$ cat config.mk
export PLATFORM = sky130hd
export DESIGN_NAME = l2_lru_age
export DESIGN_NICKNAME = d
export VERILOG_FILES = /design/src/source/l2_ctrl_pkg.sv /design/src/source/l2_lru_age.sv
export SDC_FILE = /design/constraint.sdc
export NUM_CORES = 2
export LEC_CHECK = 0
export BUFFER_PORTS_ARGS = -buffer_cell sky130_fd_sc_hd__buf_2
export CAP_MARGIN = 20
export CELL_PAD_IN_SITES_DETAIL_PLACEMENT = 0
export CELL_PAD_IN_SITES_GLOBAL_PLACEMENT = 1
export CORE_AREA = 2 2 483 485
export DETAILED_ROUTE_END_ITERATION = 16
export DIE_AREA = 0 0 485 487
export PLACE_DENSITY_LB_ADDON = 0.1
export REMOVE_ABC_BUFFERS = 1
export SLEW_MARGIN = 20
export SYNTH_ARGS = -nofsm -noshare
export SYNTH_HDL_FRONTEND = slang
export SYNTH_SLANG_ARGS = --single-unit
export TNS_END_PERCENT = 30
$ cat constraint.sdc
create_clock -name clk -period 5.4 [get_ports clk]
set_input_delay 0.27 -clock clk [delete_from_list [all_inputs] [get_ports clk]]
set_output_delay 0.27 -clock clk [all_outputs]
set_load 0.02 [all_outputs]
$ cat src/source/l2_ctrl_pkg.sv
package l2_ctrl_pkg;

    localparam int tag_w    = 18;
    localparam int index_w  = 8;
    localparam int num_sets = 256;
    localparam int num_ways = 4;

    // way 3 oldest, way 0 youngest
    localparam logic [7:0] age_reset = 8'b11_10_01_00;

    typedef logic [tag_w-1:0]   tag_t;
    typedef logic [index_w-1:0] index_t;
    typedef logic [1:0]         way_t;
    typedef logic [1:0]         age_t;

    typedef enum logic [2:0] {
        st_idle,
        st_compare,
        st_write_back,
        st_allocate,
        st_respond
    } l2_state_e;

    typedef struct packed {
        logic   read;
        logic   write;
        index_t index;
        tag_t   tag;
    } l2_req_t;

    typedef struct packed {
        index_t index;
        tag_t   tag;
        tag_t   wb_tag;
    } l2_mem_req_t;

    typedef struct packed {
        logic                hit;
        way_t                hit_way;
        logic                has_free;
        way_t                free_way;
        logic [num_ways-1:0] dirty;
        logic [num_ways-1:0] valid;
    } l2_lookup_t;

    typedef struct packed {
        logic fill;
        logic mark_dirty;
        logic clear_all;
        way_t way;
    } l2_tag_cmd_t;

endpackage
$ cat src/source/l2_lru_age.sv
`timescale 1ns/1ps

module l2_lru_age (
    input  logic                clk,
    input  logic                nrst,
    input  l2_ctrl_pkg::index_t index,
    input  logic                touch,
    input  l2_ctrl_pkg::way_t   touch_way,
    output l2_ctrl_pkg::way_t   victim_way
);

    typedef l2_ctrl_pkg::age_t [l2_ctrl_pkg::num_ways-1:0] set_ages_t;

    set_ages_t ages [l2_ctrl_pkg::num_sets];
    set_ages_t cur_ages;
    set_ages_t next_ages;

    function automatic logic ages_distinct(input set_ages_t a);
        logic ok;
        ok = 1'b1;
        for (int i = 0; i < l2_ctrl_pkg::num_ways; i++)
        begin
            for (int j = i + 1; j < l2_ctrl_pkg::num_ways; j++)
            begin
                if (a[i] == a[j])
                begin
                    ok = 1'b0;
                end
            end
        end
        return ok;
    endfunction

    assign cur_ages = ages[index];

    // ways younger than the touched one move up by one
    always_comb
    begin
        for (int w = 0; w < l2_ctrl_pkg::num_ways; w++)
        begin
            if (l2_ctrl_pkg::way_t'(w) == touch_way)
                next_ages[w] = '0;
            else if (cur_ages[w] < cur_ages[touch_way])
                next_ages[w] = cur_ages[w] + 1'b1;
            else
                next_ages[w] = cur_ages[w];
        end
    end

    // oldest way has age 3
    always_comb
    begin
        victim_way = '0;
        for (int w = 0; w < l2_ctrl_pkg::num_ways; w++)
        begin
            if (cur_ages[w] == 2'd3)
            begin
                victim_way = l2_ctrl_pkg::way_t'(w);
            end
        end
    end

    always_ff @(posedge clk or negedge nrst)
    begin
        if (!nrst)
        begin
            for (int s = 0; s < l2_ctrl_pkg::num_sets; s++)
            begin
                ages[s] <= l2_ctrl_pkg::age_reset;
            end
        end
        else if (touch)
        begin
            ages[index] <= next_ages;
        end
    end

    ages_stay_permutation: assert property (
        @(posedge clk) disable iff (!nrst)
        touch |=> ages_distinct(ages[$past(index)])
    );

endmodule

==> metrics.csv <==
stage,metric,value,unit
status,status,finished with violations,
status,violations,negative hold slack,
sta,holdWs,-0.02013,ns
pwr,report.power.total,37170,uW
layout,largest_registers,ages x2048,
pwr,peakVddDrop,0.2773,mV
grt,grt_pass1_wl,447100,um
setup_path,worst_ep_arrival_time,5.76,ns
flow_run,cap_violations,0,
setup_path,worstSetupEndpointType,flop,
layout,largest_register_ffs,2048,
synthesis,synthCells,8277,
synthesis,netlist.area_leader.share,29.28,%
synthesis,syn_avg_cell_area,11.10,sq um
clock_network,cts_tree,done,
route,via_per_inst,5.499,
setup_path,cp_cell_sequence,mux4_2 > mux4_2 > mux4_2 > mux2i_1 > nor2_1 > a311o_1 > nor2_1 > a21oi_1 > a21oi_1 > buf_4 > ha_1 > nor3_1 > xor2_1 > o21ai_4 > buf_4 > o21ai_1,
synthesis,ys_warn_count,0,
clock_network,clk_pin_slew,0.06,ns
sta,relSlewSlack,26.40,%
placement,numPortBuffers,14,
synthesis,syn_area,91890,sq um
synthesis,ys_seq_area_share,57.17,%
layout,drive_gt1_share,28.58,%
sta,tightest_slew,1.090,ns
setup_path,crit_type,flop to flop,
die,initial_utilization,39.70,%
route,vias,63100,
synthesis,async_flop_share,100.0,%
pwr,p_per_area,352.3,nW/um^2
placement,place_hpwl,201800,um
synthesis,yosys.area.top_type,dfstp_2,
sta,report.final.slew_viol_count,0,
setup_path,rrSetupSlack,0.36,ns
route,antenna_left,0,
route,drc,0,
sta,rsz0062_at_grt,false,
layout,area_growth_syn_to_layout,14.82,%
route,first_pass_iters,8,
die,io_pins,15,
die,dieArea,236200,sq um
layout,top_register,ages,
route,wire_per_inst,26.03,um
sta,post-route-min-period,5.042,ns
sta,finClkSkew,0.05611,ns
setup_path,cp_slowest_cell,mux4_2,
synthesis,ys_top_cells_by_count,"nand2_1, o21ai_0, dfrtp_1, dfstp_2, mux4_2",
die,core-area,231400,sq um
clock_network,cts_buffer_depth,3,
layout,post-route-util,45.59,%
die,die_y,487,um
sta,finalSetupViolCount,0,
clock_network,clock_sinks,2048,
synthesis,synthTopCellsByArea,"dfstp_2, dfrtp_1, mux4_2, nand2_1, o21ai_0",
setup_path,cp_max_fo,48,
sta,finalCritPeriodShare,93.36,%
clock_network,cts-root-buf,clkbuf_16,
setup_path,cp_slowest_stage_delay,0.63,ns
sta,max_freq,198.3,MHz
sta,hold_viol,4,
grt,antenna_found_initial,15,
route,drt-total-wl,298700,um
placement,gp_congestion,0.8571,
clock_network,worstSkewPairLatency,0.89,ns
setup_path,cp-start-kind,flop,
setup_path,r2r_start,ages[1179],
synthesis,synth-main-ff-cell,dfstp_2,
setup_path,r2r_end,ages[1433],
layout,nNetsFinal,8236,
die,die_w,485,um
grt,grt.total_usage,25.49,%
clock_network,cts_resized,0,
synthesis,ys_seq_elements,2048,
synthesis,synth_edf_count,0,
die,rows,177,
setup_path,worstPathRequired,6.12,ns
route,drtIter0Drc,4577,
clock_network,cts_inserted_buffers,229,
clock_network,cts_max_level,4,
synthesis,yosysMostFrequentCell,nand2_1,
setup_path,r2r_cells,16,
pwr,leakagePower,0.04216,uW
synthesis,ys_types,67,
grt,grt.overflow.total,0,
grt,first_global_vias,63650,
setup_path,crit_top_cell,mux4_2,
worst_hold_path,hp-class,input port to async pin,
grt,grt_max_degree,173,
==> cells by family (layout without fill, tap and decap cells) <==
kind of cell,Yosys count,after routing,synth area share [%]
AOI/OAI and AO/OA,2321,2321,14.34
xor gates and xnor gates,2,2,0.01907
adders and majority gates,7,7,0.09531
buffers and inverters,739,886,3.696
DFF,2048,2048,57.17
muxes,663,663,14.28
other,0,8,0
and+or+nand+nor,2497,2497,10.41
==> cell type report <==
type / count / area (sq um)
clock inverters: 88 / 1305
diodes: 8 / 20.02
clock buffers: 351 / 6904
well taps: 3043 / 3807
fillers: 21390 / 125900
inverters: 10 / 37.54
repair buffers: 437 / 4712
multi-input cells: 5490 / 36190
flip-flops and latches: 2048 / 52530
==> power breakdown <==
group / switching (uW) / internal, uW / leakage (uW) / total [uW]
registers: 318 / 16200 / 0.0248 / 16600
logic: 2470 / 1290 / 0.0133 / 3770
clock network: 6710 / 10100 / 0.00404 / 16800
==> stage by stage <==
stage	TNS [ns]	std cells	area, sq um	setup slack [ns]
finish	0	11480	105500	0.3584
global route	0	11470	105500	0.1675
CTS	0	11470	105500	0.3697
detailed placement	-225.30	11030	97270	-0.2263
global placement	-178.49	11030	97270	-0.1840
floorplan	-9655.80	7548	88530	-10.55
==> metal layers <==
metal / up-vias / wire, um / GRT usage (%)
li1: 29070 / - / -
met3: 408 / 13740 / 3.809
met4: 2 / 9349 / 7.953
met1: 32350 / 136500 / 36.16
met2: 1267 / 139100 / 40.40
met5: - / 11 / 0
==> layout by cell type (no fill, tap or decap), types with 10 or more instances in the layout <==
cell type  instances
o21ai_0         1313
dfrtp_1         1024
nor2_1           298
mux4_2           518
a221oi_1          12
buf_4            309
nand3_1           25
clkbuf_8          64
dfstp_2         1024
a22o_1           277
a21oi_1           56
nor2_4            14
bufinv_16         28
mux2i_1          143
buf_12           114
clkinv_2          41
clkbuf_1          55
clkbuf_16        233
a22oi_1           91
o2111ai_1         10
nand2_1         2103
o21ai_1          501
==> worst max-delay path by stage <==
stage,from,slack (ns),end
after global placement,index[0],-0.18,ages[213]
final,ages[1179],0.36,ages[1433]
after CTS,ages[1179],0.37,ages[213]
after floorplan,touch_way[0],-10.55,ages[1006]
after global routing,ages[1179],0.17,ages[1433]
after detailed placement,index[0],-0.23,ages[1241]
==> critical path: cells and delay by family, from the launching register on <==
| family | cells | cell delay, ns |
|---|---|---|
| multiplexers | 4 | 1.91 |
| AO/OA/AOI/OAI | 5 | 0.91 |
| buffers and inverters | 2 | 0.72 |
| AND/OR/NAND/NOR | 3 | 0.48 |
| flip-flops | 1 | 0.38 |
| adder cells (fa/ha/maj) | 1 | 0.24 |
| XOR/XNOR | 1 | 0.19 |
==> what timing repair did <==
action,in CTS,in global routing
hold buffers,1,0
endpoints found under the hold margin,168,0
buffers inserted,0,0
Note: power is estimated with default switching activity, not from simulation.
