**src/source/l2_ctrl_pkg.sv**
```systemverilog
package l2_ctrl_pkg;

    localparam int tag_w    = 18;
    localparam int index_w  = 8;
    localparam int num_sets = 256;
    localparam int num_ways = 4;

    // way 3 oldest, way 0 youngest
    localparam logic [7:0] age_reset = 8'b11_10_01_00;

    typedef logic [tag_w-1:0]   tag_t;
    typedef logic [index_w-1:0] index_t;
    typedef logic [1:0]         way_t;
    typedef logic [1:0]         age_t;

    typedef enum logic [2:0] {
        st_idle,
        st_compare,
        st_write_back,
        st_allocate,
        st_respond
    } l2_state_e;

    typedef struct packed {
        logic   read;
        logic   write;
        index_t index;
        tag_t   tag;
    } l2_req_t;

    typedef struct packed {
        index_t index;
        tag_t   tag;
        tag_t   wb_tag;
    } l2_mem_req_t;

    typedef struct packed {
        logic                hit;
        way_t                hit_way;
        logic                has_free;
        way_t                free_way;
        logic [num_ways-1:0] dirty;
        logic [num_ways-1:0] valid;
    } l2_lookup_t;

    typedef struct packed {
        logic fill;
        logic mark_dirty;
        logic clear_all;
        way_t way;
    } l2_tag_cmd_t;

endpackage
```
**src/source/l2_ctrl_fsm.sv**
```systemverilog
`timescale 1ns/1ps

module l2_ctrl_fsm (
    input  logic                     clk,
    input  logic                     nrst,
    input  l2_ctrl_pkg::l2_req_t     req,
    input  logic                     flush,
    input  logic                     mem_ready,
    input  l2_ctrl_pkg::l2_lookup_t  lookup,
    input  l2_ctrl_pkg::way_t        victim_way,
    output l2_ctrl_pkg::l2_tag_cmd_t cmd,
    output logic                     touch,
    output logic                     ready,
    output logic                     refill,
    output logic                     update,
    output logic                     mem_read,
    output logic                     mem_write,
    output l2_ctrl_pkg::way_t        way
);

    l2_ctrl_pkg::l2_state_e state;
    l2_ctrl_pkg::l2_state_e next_state;
    l2_ctrl_pkg::way_t      way_q;
    l2_ctrl_pkg::way_t      sel_way;
    logic                   req_valid;
    logic                   wb_needed;

    assign req_valid = req.read || req.write;

    // hit way, else first free way, else lru victim
    assign sel_way = lookup.hit ? lookup.hit_way :
                     lookup.has_free ? lookup.free_way : victim_way;
    assign wb_needed = lookup.valid[sel_way] && lookup.dirty[sel_way];

    always_comb
    begin
        next_state = state;
        case (state)
            l2_ctrl_pkg::st_idle:
                // requester still holds req during the ready cycle
                if (req_valid && !ready)
                    next_state = l2_ctrl_pkg::st_compare;
            l2_ctrl_pkg::st_compare:
                if (lookup.hit)
                    next_state = l2_ctrl_pkg::st_respond;
                else if (wb_needed)
                    next_state = l2_ctrl_pkg::st_write_back;
                else
                    next_state = l2_ctrl_pkg::st_allocate;
            l2_ctrl_pkg::st_write_back:
                if (mem_ready)
                    next_state = l2_ctrl_pkg::st_allocate;
            l2_ctrl_pkg::st_allocate:
                if (mem_ready)
                    next_state = l2_ctrl_pkg::st_compare;
            l2_ctrl_pkg::st_respond:
                next_state = l2_ctrl_pkg::st_idle;
            default:
                next_state = l2_ctrl_pkg::st_idle;
        endcase
    end

    always_comb
    begin
        cmd.fill       = (state == l2_ctrl_pkg::st_allocate) && mem_ready;
        cmd.mark_dirty = (state == l2_ctrl_pkg::st_compare) && lookup.hit && req.write;
        cmd.clear_all  = (state == l2_ctrl_pkg::st_idle) && flush && !req_valid;
        cmd.way        = (state == l2_ctrl_pkg::st_compare) ? lookup.hit_way : way_q;
    end

    assign touch     = (state == l2_ctrl_pkg::st_compare) && lookup.hit;
    assign mem_read  = (state == l2_ctrl_pkg::st_allocate);
    assign mem_write = (state == l2_ctrl_pkg::st_write_back);
    assign way       = way_q;

    always_ff @(posedge clk or negedge nrst)
    begin
        if (!nrst)
        begin
            state  <= l2_ctrl_pkg::st_idle;
            way_q  <= '0;
            ready  <= 1'b0;
            update <= 1'b0;
            refill <= 1'b0;
        end
        else
        begin
            state <= next_state;
            if (state == l2_ctrl_pkg::st_compare)
            begin
                way_q <= sel_way;
            end
            ready  <= (state == l2_ctrl_pkg::st_respond);
            update <= (state == l2_ctrl_pkg::st_respond) && req.write;
            refill <= (state == l2_ctrl_pkg::st_allocate) && mem_ready;
        end
    end

    // fill and write-back use the held request tag and index
    req_held_in_flight: assert property (
        @(posedge clk) disable iff (!nrst)
        (state != l2_ctrl_pkg::st_idle) |-> $stable(req)
    );

    // memory answers only an active strobe
    mem_ready_on_strobe: assert property (
        @(posedge clk) disable iff (!nrst)
        mem_ready |-> (mem_read || mem_write)
    );

endmodule

```
**config.mk**
```make
export PLATFORM = sky130hd
export DESIGN_NAME = l2_ctrl_fsm
export DESIGN_NICKNAME = d
export VERILOG_FILES = /design/src/source/l2_ctrl_pkg.sv /design/src/source/l2_ctrl_fsm.sv
export SDC_FILE = /design/constraint.sdc
export NUM_CORES = 1
export LEC_CHECK = 0
export ABC_AREA = 1
export BUFFER_PORTS_ARGS = -buffer_cell sky130_fd_sc_hd__buf_4
export CAP_MARGIN = 10
export CORE_MARGIN = 1
export CORE_UTILIZATION = 34
export DETAILED_ROUTE_END_ITERATION = 10
export PLACE_DENSITY = 0.95
export SLEW_MARGIN = 20
export SYNTH_ARGS = -nofsm -noshare
export SYNTH_HDL_FRONTEND = slang
export SYNTH_SLANG_ARGS = --single-unit
```
**constraint.sdc**
```tcl
create_clock -name clk -period 2.85 [get_ports clk]
set_input_delay 0.1425 -clock clk [delete_from_list [all_inputs] [get_ports clk]]
set_output_delay 0.1425 -clock clk [all_outputs]
set_load 0.02 [all_outputs]
```
==> reports/metrics.yaml <==
final_layout:
  fill_cells: 127
  insertedDiodeCount: 0
  final-seq-area_sq_um: 200
  finalNetCount: 165
  design_area_sq_um: 812
  syn2layout_area_growth_pct: 60.6
  multi_input_area_sq_um: 256
  drive_above_1_share_pct: 36.5
  finalNonFillerCells: 130
route:
  drtPass1Iterations: 4
  wl_per_cell_um: 11.1
  drc: 0
  dr_total_vias: 649
  drt_iter0_markers: 18
  ant_nets: 0
  wirelength_um: 1440
  viasPerCell: 4.99
sta:
  timing.hold.ws_ns: 0.165
  hold_viol: 0
  finClkSkew_ns: 0.000386
  setup_viol: 0
  rsz0062_at_grt: "no"
  relSlewSlack_pct: 78.4
  setup_ws_ns: 1.32
  report.final.slew_viol_count: 0
  fin_crit_sh_pct: 53.6
  max_freq_ghz: 0.654
  worstMarginPinSlew_ns: 0.321
  period_minus_slack_ns: 1.53
  tns_ns: 0
pwr:
  p_leak_nw: 0.477
  ir_worst_vdd_mv: 0.246
  power.density_nw_per_um2: 827
yosys:
  synth_area_sq_um: 505
  syn_area_per_cell_sq_um: 6.56
  yosys_warnings: 0
  synth_area_leaders: "dfrtp_1 (40%), nand2_1 (18%), nand3_1 (9.9%)"
  seq_area_frac_synth_pct: 39.6
  synth_top_area_cell: "dfrtp_1"
  syn_inst: 77
  synth_top_area_share_pct: 39.6
  synth.net_count: 125
  ys_types: 14
  synth_seq_cells: 8
floorplan:
  die_y_um: 40.6
  die_w_um: 40.6
  rows: 13
  dieArea_sq_um: 1650
  initial_core_util_pct: 37.4
  ios: 61
  fp.coreArea_sq_um: 1350
placement:
  place_inst: 126
  gp_congestion: 0.767
  pre_cts_ws_ns: 1.61
  hpwl_um: 1190
  port_buffers: 34
  postPlaceCellArea_sq_um: 779
global_route:
  grt.overflow.total: 0
  grt_util_all_layers_pct: 21.1
  grt_max_degree: 10
  antenna_found_initial: 0
  grt_pass1_wl_um: 2280
  grt_pass1_vias: 588
worst_setup_path:
  cp_data_required_time_ns: 2.71
  cp_slowest_stage_delay_ns: 0.43
  crit_chain: "inv_2 > nor2_4 > nand2_2 > o21ai_0 > buf_4"
  crit_fanout: 9
  setup.worst_path.start_class: "flop"
  arrival_ns: 1.39
  slowest_stage: "dfrtp_1"
  path_class: "flop to output pin"
  worst_setup_path_end_kind: "output pin"
  path_delay_family: "flip-flops"
  crit_buf_inv: 2
cts:
  post_cts_buffers: 0
  cts_resized: 0
  path_clk_slew_ns: 0.05
  clockBufferDepth: 2
  clock_sinks: 8
  tritoncts: "done"
  cts_inserted_buffers: 3
  h-tree-depth: 1
  clock_latency_ns: 0.25
  root_buffer: "clkbuf_4"
worst_hold_path:
  hold_path_class: "input pin to flop"
job:
  drv_cap: 0
outcome:
  status: "finished, final reports clean"
area by class of cell:
cell class	instances	share of cell area [%]
clock buffers	3	2.77
multi-input cells	56	31.6
repair buffers	35	32.7
well taps	15	2.31
flip-flops and latches	8	24.7
inverters	13	6.01
through the flow:
stage	utilization [%]	power, W
after floorplan	-	0.000422
after global placement	57.7	0.000565
after detailed placement	57.7	0.000583
after CTS	60.1	0.000673
after global routing	60.1	0.000723
final	60.1	0.000672
cell usage in the layout (no fill, tap or decap):
| master | synthesis | layout |
|---|---|---|
| and3_1 | 1 | 1 |
| inv_2 | 2 | 2 |
| clkbuf_4 | 0 | 3 |
| nor2_1 | 5 | 5 |
| dfrtp_1 | 8 | 8 |
| buf_4 | 0 | 34 |
| nor2_2 | 1 | 1 |
| nor3_1 | 5 | 5 |
| dlygate4sd3_1 | 0 | 1 |
| inv_1 | 11 | 11 |
| nand2_2 | 1 | 1 |
| nand2_1 | 24 | 24 |
| nor4_1 | 2 | 2 |
| o21ai_0 | 4 | 4 |
| o21ai_1 | 2 | 2 |
| nand3_1 | 10 | 10 |
| nor2_4 | 1 | 1 |
where the power goes:
group | internal, W | switching, W
Sequential | 0.000154 | 0.0000433
Combinational | 0.000156 | 0.000232
Clock | 0.0000481 | 0.0000376
Total | 0.000359 | 0.000313
registers in the layout, indices dropped and copies added (netlist names):
| signal | flops |
|---|---|
| ready | 1 |
| refill | 1 |
| way | 2 |
| update | 1 |
| state | 3 |
timing repair:
item / 4_1_cts / 5_1_grt
endpoints found under the setup margin: 0 / 0
hold buffers: 1 / 0
hold endpoints to repair: 8 / 0
worst paths after layout:
| check | startpoint | to | slack, ns | cells after the start |
|---|---|---|---|---|
| worst max-delay path | state[0] | cmd[1] | 1.32 | 5 |
| worst min-delay path | mem_ready | state[0] | 0.16 | 4 |
| worst max register to register | state[1] | state[0] | 1.60 | 6 |
| worst min register to register | way[1] | way[1] | 0.51 | 2 |
| max in group asynchronous | nrst | way[1] | 2.48 | 2 |
| min in group asynchronous | nrst | state[1] | 0.25 | 2 |
logic make-up after synthesis:
| kind of cell | synth area share [%] |
|---|---|
| AND/OR/NAND/NOR | 44.8 |
| buffers and inverters | 9.65 |
| AO/OA/AOI/OAI | 5.94 |
| flip-flops | 39.6 |
cell usage after synthesis:
cell	number
nand2_1	24
inv_1	11
nand3_1	10
dfrtp_1	8
nor2_1	5
nor3_1	5
o21ai_0	4
inv_2	2
nor4_1	2
o21ai_1	2
and3_1	1
nand2_2	1
nor2_2	1
nor2_4	1
per-layer routing:
metal / track usage (%) / vias up / wire length [um]
met5: 0 / - / 0
met4: 11.7 / 0 / 17
met3: 3.89 / 6 / 100
met2: 41.7 / 32 / 795
met1: 19.7 / 284 / 526
li1: - / 327 / -
worst min-delay path, cell delays in order:
cell     delay, ns
buf_4         0.07
inv_1         0.05
nand2_1       0.07
nand2_1       0.04
Note: power is estimated with default switching activity, not from simulation.
